## src/include/lsu_consts.svh

```systemverilog
`ifndef LSU_CONSTS_SVH
`define LSU_CONSTS_SVH

//////////////////////////////////////////////////
// Data bus geometry
//////////////////////////////////////////////////

// Address and data width of the data bus
`define LSU_DATA_W 32
// One enable per byte lane
`define LSU_BE_W 4

// Bus transactions allowed in flight at once
`define LSU_MAX_OUTSTANDING 2
// Counter must hold 0 up to LSU_MAX_OUTSTANDING
`define LSU_CNT_W 2

`endif
```

## src/verilog/lsu_pkg.sv

```systemverilog
`include "lsu_consts.svh"

package lsu_pkg;

  // Access size, 2'b11 decodes as byte
  typedef enum logic [1:0] {
    DT_WORD = 2'b00,
    DT_HALF = 2'b01,
    DT_BYTE = 2'b10
  } data_type_e;

  // Fill used above a loaded byte or half-word
  typedef enum logic [1:0] {
    SE_ZERO = 2'b00,
    SE_SIGN = 2'b01,
    SE_ONES = 2'b10
  } sign_ext_e;

  typedef struct packed {
    logic                   we;          // Store when set
    data_type_e             data_type;
    sign_ext_e              sign_ext;
    logic [1:0]             reg_offset;  // Byte position of data inside the register
    logic [`LSU_DATA_W-1:0] wdata;
  } lsu_req_t;

  typedef struct packed {
    logic [`LSU_DATA_W-1:0] addr;
    logic                   we;
    logic [`LSU_BE_W-1:0]   be;
    logic [`LSU_DATA_W-1:0] wdata;
  } bus_req_t;

  typedef struct packed {
    logic       we;
    data_type_e data_type;
    sign_ext_e  sign_ext;
    logic [1:0] offset;  // Unaligned byte offset, kept for both phases
  } load_ctrl_t;

endpackage

```

## src/verilog/lsu_top.sv

```systemverilog
`include "lsu_consts.svh"

module lsu_top import lsu_pkg::*; (
  input  logic                   clk,
  input  logic                   rst_n,
  // EX stage
  input  logic                   data_req_ex_i,
  input  lsu_req_t               req_ex_i,
  input  logic [`LSU_DATA_W-1:0] operand_a_ex_i,
  input  logic [`LSU_DATA_W-1:0] operand_b_ex_i,
  input  logic                   addr_useincr_ex_i,
  input  logic                   data_misaligned_ex_i,
  output logic                   data_misaligned_o,
  output logic [`LSU_DATA_W-1:0] data_rdata_ex_o,
  // Data bus
  output logic                   data_req_o,
  input  logic                   data_gnt_i,
  input  logic                   data_rvalid_i,
  output logic [`LSU_DATA_W-1:0] data_addr_o,
  output logic                   data_we_o,
  output logic [`LSU_BE_W-1:0]   data_be_o,
  output logic [`LSU_DATA_W-1:0] data_wdata_o,
  input  logic [`LSU_DATA_W-1:0] data_rdata_i,
  // Pipeline status
  output logic                   lsu_ready_ex_o,
  output logic                   lsu_ready_wb_o,
  output logic                   busy_o
);

  bus_req_t   bus_req_prep;  // Address phase from EX
  bus_req_t   bus_req_out;   // Address phase on the bus
  load_ctrl_t load_ctrl;
  logic       ctrl_update;
  logic       resp_valid;

  lsu_store_prep lsu_store_prep_i (
    .req_i          (req_ex_i),
    .operand_a_i    (operand_a_ex_i),
    .operand_b_i    (operand_b_ex_i),
    .addr_useincr_i (addr_useincr_ex_i),
    .misaligned_ex_i(data_misaligned_ex_i),
    .bus_req_o      (bus_req_prep),
    .load_ctrl_o    (load_ctrl),
    .misaligned_o   (data_misaligned_o)
  );

  lsu_bus_ctrl lsu_bus_ctrl_i (
    .clk           (clk),
    .rst_n         (rst_n),
    .data_req_ex_i (data_req_ex_i),
    .data_gnt_i    (data_gnt_i),
    .data_rvalid_i (data_rvalid_i),
    .bus_req_i     (bus_req_prep),
    .data_req_o    (data_req_o),
    .bus_req_o     (bus_req_out),
    .resp_valid_o  (resp_valid),
    .ctrl_update_o (ctrl_update),
    .lsu_ready_ex_o(lsu_ready_ex_o),
    .lsu_ready_wb_o(lsu_ready_wb_o),
    .busy_o        (busy_o)
  );

  lsu_load_align lsu_load_align_i (
    .clk            (clk),
    .rst_n          (rst_n),
    .ctrl_update_i  (ctrl_update),
    .load_ctrl_i    (load_ctrl),
    .resp_valid_i   (resp_valid),
    .rdata_i        (data_rdata_i),
    .misaligned_ex_i(data_misaligned_ex_i),
    .misaligned_i   (data_misaligned_o),
    .rdata_o        (data_rdata_ex_o)
  );

  // Split the address phase onto the bus pins
  assign data_addr_o  = bus_req_out.addr;
  assign data_we_o    = bus_req_out.we;
  assign data_be_o    = bus_req_out.be;
  assign data_wdata_o = bus_req_out.wdata;

endmodule

```

## src/verilog/lsu_load_align.sv

```systemverilog
`include "lsu_consts.svh"

module lsu_load_align import lsu_pkg::*; (
  input  logic                   clk,
  input  logic                   rst_n,
  input  logic                   ctrl_update_i,    // Access moves to WB
  input  load_ctrl_t             load_ctrl_i,
  input  logic                   resp_valid_i,     // Response on rdata_i
  input  logic [`LSU_DATA_W-1:0] rdata_i,
  input  logic                   misaligned_ex_i,  // Second phase presented in EX
  input  logic                   misaligned_i,     // First phase still presented in EX
  output logic [`LSU_DATA_W-1:0] rdata_o
);

  load_ctrl_t             ctrl_q;     // Control of the access awaiting response
  logic [`LSU_DATA_W-1:0] rdata_q;    // Held result or first-phase word
  logic [`LSU_DATA_W-1:0] shifted;    // Response moved down to lane 0
  logic [`LSU_DATA_W-1:0] word_asm;
  logic [15:0]            half_sel;
  logic [7:0]             byte_sel;
  logic                   msb;        // Top bit of the selected item
  logic                   fill;       // Extension bit
  logic [`LSU_DATA_W-1:0] rdata_ext;
  logic                   load_resp;  // Response that belongs to a load

  //////////////////////////////////////////////////
  // WB control register
  //////////////////////////////////////////////////

  always_ff @(posedge clk or negedge rst_n) begin
    if (!rst_n) begin
      ctrl_q <= '0;
    end else if (ctrl_update_i) begin
      ctrl_q <= load_ctrl_i;
    end
  end

  //////////////////////////////////////////////////
  // Lane selection and misaligned assembly
  //////////////////////////////////////////////////

  assign shifted  = rdata_i >> {ctrl_q.offset, 3'b000};
  assign byte_sel = shifted[7:0];

  // Half-word at offset 3 straddles two words
  assign half_sel = (ctrl_q.offset == 2'b11) ? {rdata_i[7:0], rdata_q[31:24]} : shifted[15:0];

  // Low part comes from the saved first word
  always_comb begin
    case (ctrl_q.offset)
      2'b00: word_asm = rdata_i;
      2'b01: word_asm = {rdata_i[7:0], rdata_q[31:8]};
      2'b10: word_asm = {rdata_i[15:0], rdata_q[31:16]};
      default: word_asm = {rdata_i[23:0], rdata_q[31:24]};
    endcase
  end

  // Extension
  assign msb = (ctrl_q.data_type == DT_HALF) ? half_sel[15] : byte_sel[7];

  always_comb begin
    case (ctrl_q.sign_ext)
      SE_ZERO: fill = 1'b0;
      SE_ONES: fill = 1'b1;
      default: fill = msb;  // Sign, also 2'b11
    endcase
  end

  always_comb begin
    case (ctrl_q.data_type)
      DT_WORD: rdata_ext = word_asm;
      DT_HALF: rdata_ext = {{16{fill}}, half_sel};
      default: rdata_ext = {{24{fill}}, byte_sel};
    endcase
  end

  //////////////////////////////////////////////////
  // Held load data
  //////////////////////////////////////////////////

  assign load_resp = resp_valid_i && !ctrl_q.we;

  always_ff @(posedge clk or negedge rst_n) begin
    if (!rst_n) begin
      rdata_q <= '0;
    end else if (load_resp) begin
      // Raw word kept while a split access is under way
      if (misaligned_ex_i || misaligned_i) rdata_q <= rdata_i;
      else rdata_q <= rdata_ext;
    end
  end

  // Live result in the response cycle, held value otherwise
  assign rdata_o = load_resp ? rdata_ext : rdata_q;

endmodule

```

## src/verilog/lsu_bus_ctrl.sv

```systemverilog
`include "lsu_consts.svh"

module lsu_bus_ctrl import lsu_pkg::*; (
  input  logic     clk,
  input  logic     rst_n,
  input  logic     data_req_ex_i,   // Held by EX until ready
  input  logic     data_gnt_i,
  input  logic     data_rvalid_i,
  input  bus_req_t bus_req_i,
  output logic     data_req_o,
  output bus_req_t bus_req_o,
  output logic     resp_valid_o,    // Response strobe to WB
  output logic     ctrl_update_o,   // Capture control into WB
  output logic     lsu_ready_ex_o,
  output logic     lsu_ready_wb_o,
  output logic     busy_o
);

  logic [`LSU_CNT_W-1:0] cnt_q;       // Transactions in flight
  logic [`LSU_CNT_W-1:0] cnt_d;
  logic                  count_up;    // Request accepted
  logic                  count_down;  // Response received
  logic                  has_room;

  //////////////////////////////////////////////////
  // Request gating
  //////////////////////////////////////////////////

  assign has_room   = cnt_q < `LSU_CNT_W'(`LSU_MAX_OUTSTANDING);
  assign data_req_o = data_req_ex_i && has_room;
  assign bus_req_o  = bus_req_i;  // Address phase held stable by EX

  assign count_up     = data_req_o && data_gnt_i;
  assign count_down   = data_rvalid_i;
  assign resp_valid_o = data_rvalid_i;

  // Outstanding counter, up and down together cancel
  always_comb begin
    cnt_d = cnt_q;
    if (count_up && !count_down) cnt_d = cnt_q + `LSU_CNT_W'(1);
    else if (count_down && !count_up) cnt_d = cnt_q - `LSU_CNT_W'(1);
  end

  always_ff @(posedge clk or negedge rst_n) begin
    if (!rst_n) begin
      cnt_q <= '0;
    end else begin
      cnt_q <= cnt_d;
    end
  end

  //////////////////////////////////////////////////
  // Ready and busy
  //////////////////////////////////////////////////

  assign lsu_ready_wb_o = (cnt_q == '0) ? 1'b1 : data_rvalid_i;

  // EX and WB advance in lock step once WB holds an access
  always_comb begin
    if (!data_req_ex_i) lsu_ready_ex_o = 1'b1;
    else if (cnt_q == `LSU_CNT_W'(0)) lsu_ready_ex_o = count_up;
    else if (cnt_q == `LSU_CNT_W'(1)) lsu_ready_ex_o = data_rvalid_i && count_up;
    else lsu_ready_ex_o = data_rvalid_i;  // Full, request is gated off
  end

  assign ctrl_update_o = lsu_ready_ex_o && data_req_ex_i;
  assign busy_o        = (cnt_q != '0) || data_req_o;

endmodule

```

## src/verilog/lsu_store_prep.sv

```systemverilog
`include "lsu_consts.svh"

module lsu_store_prep import lsu_pkg::*; (
  input  lsu_req_t               req_i,
  input  logic [`LSU_DATA_W-1:0] operand_a_i,
  input  logic [`LSU_DATA_W-1:0] operand_b_i,
  input  logic                   addr_useincr_i,   // A+B when set, A alone otherwise
  input  logic                   misaligned_ex_i,  // Second phase of a split access
  output bus_req_t               bus_req_o,
  output load_ctrl_t             load_ctrl_o,
  output logic                   misaligned_o
);

  logic [`LSU_DATA_W-1:0] addr;          // Effective byte address
  logic [1:0]             offset;        // Byte lane of the first byte
  logic [1:0]             wdata_offset;  // Rotation amount for store data
  logic [`LSU_BE_W-1:0]   be;
  logic [`LSU_DATA_W-1:0] wdata;

  //////////////////////////////////////////////////
  // Address generation
  //////////////////////////////////////////////////

  assign addr   = addr_useincr_i ? (operand_a_i + operand_b_i) : operand_a_i;
  assign offset = addr[1:0];

  //////////////////////////////////////////////////
  // Byte enables
  //////////////////////////////////////////////////

  always_comb begin
    case (req_i.data_type)
      DT_WORD: begin
        // Phase 2 covers the bytes that spilled past the word boundary
        if (misaligned_ex_i) be = {`LSU_BE_W{1'b1}} >> (3'd4 - {1'b0, offset});
        else be = {`LSU_BE_W{1'b1}} << offset;
      end
      DT_HALF: begin
        if (misaligned_ex_i) be = `LSU_BE_W'(1);  // Upper byte only, lane 0
        else be = `LSU_BE_W'(3) << offset;        // Truncates at offset 3
      end
      default: be = `LSU_BE_W'(1) << offset;    // Byte, also 2'b11
    endcase
  end

  //////////////////////////////////////////////////
  // Store data rotation
  //////////////////////////////////////////////////

  // Register offset already places data partly, rotate only the rest
  assign wdata_offset = offset - req_i.reg_offset;

  always_comb begin
    case (wdata_offset)
      2'b00: wdata = req_i.wdata;
      2'b01: wdata = {req_i.wdata[23:0], req_i.wdata[31:24]};
      2'b10: wdata = {req_i.wdata[15:0], req_i.wdata[31:16]};
      default: wdata = {req_i.wdata[7:0], req_i.wdata[31:8]};
    endcase
  end

  // Misaligned check, first phase only
  always_comb begin
    misaligned_o = 1'b0;
    if (!misaligned_ex_i) begin
      case (req_i.data_type)
        DT_WORD: misaligned_o = (offset != 2'b00);
        DT_HALF: misaligned_o = (offset == 2'b11);
        default: misaligned_o = 1'b0;  // Bytes never cross a word
      endcase
    end
  end

  // Address phase, second phase starts at the next word boundary
  assign bus_req_o.addr  = misaligned_ex_i ? {addr[`LSU_DATA_W-1:2], 2'b00} : addr;
  assign bus_req_o.we    = req_i.we;
  assign bus_req_o.be    = be;
  assign bus_req_o.wdata = wdata;

  // Control carried into WB
  assign load_ctrl_o.we        = req_i.we;
  assign load_ctrl_o.data_type = req_i.data_type;
  assign load_ctrl_o.sign_ext  = req_i.sign_ext;
  assign load_ctrl_o.offset    = offset;  // Unaligned offset also in phase 2

endmodule

```

## config.mk

```make
export PLATFORM = sky130hd
export DESIGN_NAME = lsu_top
export DESIGN_NICKNAME = d
export VERILOG_FILES = /design/src/verilog/lsu_pkg.sv /design/src/verilog/lsu_top.sv /design/src/verilog/lsu_load_align.sv /design/src/verilog/lsu_bus_ctrl.sv /design/src/verilog/lsu_store_prep.sv
export VERILOG_INCLUDE_DIRS = /design/src /design/src/include
export SDC_FILE = /design/constraint.sdc
export NUM_CORES = 1
export LEC_CHECK = 0
export ABC_AREA = 1
export BUFFER_PORTS_ARGS = -buffer_cell sky130_fd_sc_hd__buf_2
export CAP_MARGIN = 30
export CORE_MARGIN = 2
export CORE_UTILIZATION = 59
export CTS_BUF_LIST = sky130_fd_sc_hd__clkbuf_8
export CTS_CLUSTER_DIAMETER = 50
export DETAILED_ROUTE_END_ITERATION = 10
export HOLD_SLACK_MARGIN = 0.03
export PLACE_DENSITY = 0.88
export SLEW_MARGIN = 20
export SYNTH_ARGS = -nofsm -noshare
export SYNTH_HDL_FRONTEND = slang
export SYNTH_HIERARCHICAL = 1
export SYNTH_SLANG_ARGS = --single-unit
```

## constraint.sdc

```tcl
create_clock -name clk -period 4.5 [get_ports clk]
set_clock_uncertainty 0.1 [all_clocks]
set_input_delay 0.225 -clock clk [delete_from_list [all_inputs] [get_ports clk]]
set_output_delay 0.225 -clock clk [all_outputs]
set_load 0.02 [all_outputs]
```

==> impl_metrics.env <==
export IMPL_finish_cell_count_without_fillers=1896
export IMPL_power_static_leakage_nw=5.62
export IMPL_cpPeakStageDelay_ps=680
export IMPL_ff2ff_path_depth=9
export IMPL_antenna_violations_before_repair=2
export IMPL_hpwlAfterDp_um=22200
export IMPL_fin_ws_ps=901
export IMPL_worst_hold_path_type="input port to flip-flop"
export IMPL_fmax_mhz=278
export IMPL_initial_core_util_pct=60.7
export IMPL_cts_repair_timing_setup_buffer_count=0
export IMPL_globalRoute_totalOverflow=0
export IMPL_synth_seq_cells=41
export IMPL_layout_area_overhead_vs_synth_pct=9.43
export IMPL_drtAntennaViolNets=0
export IMPL_report_final_slew_viol_count=0
export IMPL_numCtsBuffers=5
export IMPL_arrival_ps=3270
export IMPL_critical_path_endpoint_type="primary output"
export IMPL_io_buffers=247
export IMPL_setup_viol=0
export IMPL_final_hold_violation_count=0
export IMPL_status="finished, final reports clean"
export IMPL_synth_edf_count=0
export IMPL_largest_delay_share_family_worst_path="simple AND/OR/NAND/NOR gates"
export IMPL_setup_worst_path_start_class="input port"
export IMPL_max_slew_margin_pct=44.8
export IMPL_final_layout_size_suffix_gt1_share_pct=18.2
export IMPL_max_clock_path_buffers=2
export IMPL_hold_path_depth=3
export IMPL_worst_slew_pin_transition_ps=820
export IMPL_clk_root_buffer_cell="clkbuf_8"
export IMPL_worst_ir_drop_vdd_v=0.000241
export IMPL_detailedPlace_worstSlack_ps=785
export IMPL_path_depth=12
export IMPL_drt_iter0_drc=1023
export IMPL_row_count=43
export IMPL_ordered_cell_list_for_the_critical_path="buf_2, buf_4, o21ai_0, inv_1, ha_1, xnor2_1, nand2b_1, nand2_4, nor2_4, nand2_1, o2111ai_1, buf_2"
export IMPL_nNetsFinal=1899
export IMPL_post_route_util_pct=66.4
export IMPL_hold_worst_slack_ps=24.7
export IMPL_path_class="input port to primary output"
export IMPL_critPathRequiredTime_ps=4180
export IMPL_synth_cells=1584
export IMPL_first_pass_grt_wire_length_um=43800
export IMPL_tritoncts_num_sinks=41
export IMPL_period_share_pct=80.0
export IMPL_setup_tns_final_ps=0
export IMPL_synth_warning_count=6
export IMPL_ioPinCount=248
export IMPL_critical_path_slowest_cell="o21ai_0"
export IMPL_synth_seq_area_share_pct=12.1
export IMPL_clock_latency_ps=300
export IMPL_r2r_setup_slack_ps=1720
export IMPL_post_synth_cell_area_avg_um2=5.36
export IMPL_max_cap_violations=0
export IMPL_htree_num_levels=2
export IMPL_chipWidth_um=124
export IMPL_pin_count_of_the_biggest_net_entering_global_routing=64
export IMPL_cp_num_buf_inv=4
export IMPL_final_min_clock_period_ps=3600
export IMPL_dp_cells=1886
export IMPL_finalWeightedCongestion=0.974
export IMPL_detail_route_first_pass_iterations=6
export IMPL_route_vias_total=10629
export IMPL_synth_async_sr_flop_share_pct=100
export IMPL_die_h_um=124
export IMPL_overall_fraction_of_global_route_tracks_in_use_pct=35.5
export IMPL_crit_path_frequent_cell="buf_2"
export IMPL_netlist_cell_type_count=40
export IMPL_drc_errors=0
export IMPL_grt_setup_unrepaired="no"
export IMPL_synth_fp_nets=1769
export IMPL_via_count_of_the_first_global_routing_pass=9333
export IMPL_routed_wirelength_um=28200
export IMPL_cts_tree="yes"
export IMPL_cellPowerDensity_nw_per_um2=492
export IMPL_floorplan_die_area_um2=15400
export IMPL_cts_reportedPaths_clkPinSlew_ps=100
export IMPL_detail_route_wl_per_cell_um=14.8
export IMPL_most_common_flop_cell_mapped_by_yosys="dfrtp_1"
export IMPL_timing_critical_path_fanout_max=32
export IMPL_floorplan_core_area_um2=14000
export IMPL_post_synthesis_cell_area_um2=8490
export IMPL_average_via_count_per_standard_cell=5.61
==> layer usage <==
| layer | wire length [um] | part of all wire (%) | track usage, % |
|---|---|---|---|
| met5 | 13 | 0.046 | 0 |
| met4 | 734 | 2.6 | 11.2 |
| met3 | 2820 | 10 | 5.45 |
| met2 | 13300 | 47 | 60.7 |
| met1 | 11300 | 40 | 45.8 |
==> power by group <==
group / internal, mW / leakage (nW) / total [mW] / switching [mW]
Sequential: 0.547 / 0.503 / 0.727 / 0.179
Clock: 0.125 / 0.0512 / 0.274 / 0.149
Combinational: 1.12 / 5.06 / 3.57 / 2.45
==> cell usage in the layout (no fill, tap or decap), drive strengths merged, types with 30 or more instances in the layout <==
cell type and count:
nand3 97, nor2 66, inv 199, o21ai 74
dfrtp 41, nand2 727, a21oi 91, ha 42
nand4 30, buf 257
==> tightest hold or removal path, stage by stage <==
cell and delay, ps:
buf_2 70, nand2_1 40, o21ai_0 60
==> final timing paths <==
path / from / endpoint
worst max-delay path: addr_useincr_ex_i / data_wdata_o[11]
worst min-delay path: req_ex_i[35] / lsu_load_align_i/ctrl_q[3]$_DFFE_PN0P_
worst max register to register: lsu_load_align_i/ctrl_q[5]$_DFFE_PN0P_ / lsu_load_align_i/rdata_q[31]$_DFFE_PN0P_
worst min register to register: lsu_load_align_i/rdata_q[1]$_DFFE_PN0P_ / lsu_load_align_i/rdata_q[1]$_DFFE_PN0P_
max in group asynchronous: rst_n / lsu_load_align_i/ctrl_q[3]$_DFFE_PN0P_
min in group asynchronous: rst_n / lsu_load_align_i/rdata_q[18]$_DFFE_PN0P_
==> sequential cells by signal (all words and copies together), names as in the netlist <==
register,flops
lsu_load_align_i/rdata_q,32
lsu_bus_ctrl_i/cnt_q,2
lsu_load_align_i/ctrl_q,7
==> cell type report <==
| cell class | count | area, um2 |
|---|---|---|
| diodes | 1 | 2.50 |
| clock buffers | 6 | 82.6 |
| clock inverters | 2 | 13.8 |
| fillers | 1404 | 4700 |
| inverters | 200 | 751 |
| multi-input cells | 1208 | 5830 |
| flip-flops and latches | 41 | 1030 |
| well taps | 180 | 225 |
| repair buffers | 258 | 1360 |
==> synth_stat cells, types with 4 or more instances <==
master,count,share of area [%]
clkbuf_1,26,1.1
nor2_1,59,2.6
inv_2,8,0.35
xnor2_1,16,1.7
o2111ai_1,16,1.7
buf_6,6,0.80
nand4_1,30,2.2
ha_1,42,6.2
inv_1,191,8.4
o22ai_1,21,1.5
o21ai_0,62,3.7
nand2_1,716,32
buf_2,15,0.88
dfrtp_1,41,12
buf_4,85,7.5
a21oi_1,90,5.3
nand3b_1,4,0.35
nand2_2,8,0.59
o211ai_1,7,0.62
nand3_1,82,4.8
nand3_2,12,1.4
o21ai_1,11,0.65
==> stage by stage <==
stage                     total power [mW]  area (um2)
final                                 4.57        9290
after global routing                  4.99        9290
after CTS                             4.51        9290
after detailed placement              4.22        9180
after global placement                4.17        9130
after floorplan                       3.49        8490
==> what timing repair did <==
item,in CTS,in global routing
endpoints found under the hold margin,21,0
resized for setup,0,0
endpoints found under the setup margin,0,0
hold buffers,1,0
==> logic make-up (layout without fill, tap and decap cells) <==
family,after synthesis,count (layout),share of synthesized area [%]
buffers and inverters,335,466,19.3
DFF,41,41,12.1
adders and majority gates,43,43,6.42
other,0,1,0
xor gates and xnor gates,16,16,1.65
AOI/OAI and AO/OA,218,218,14.5
and+or+nand+nor,931,931,46.0
Note: power is estimated with default switching activity, not from simulation.
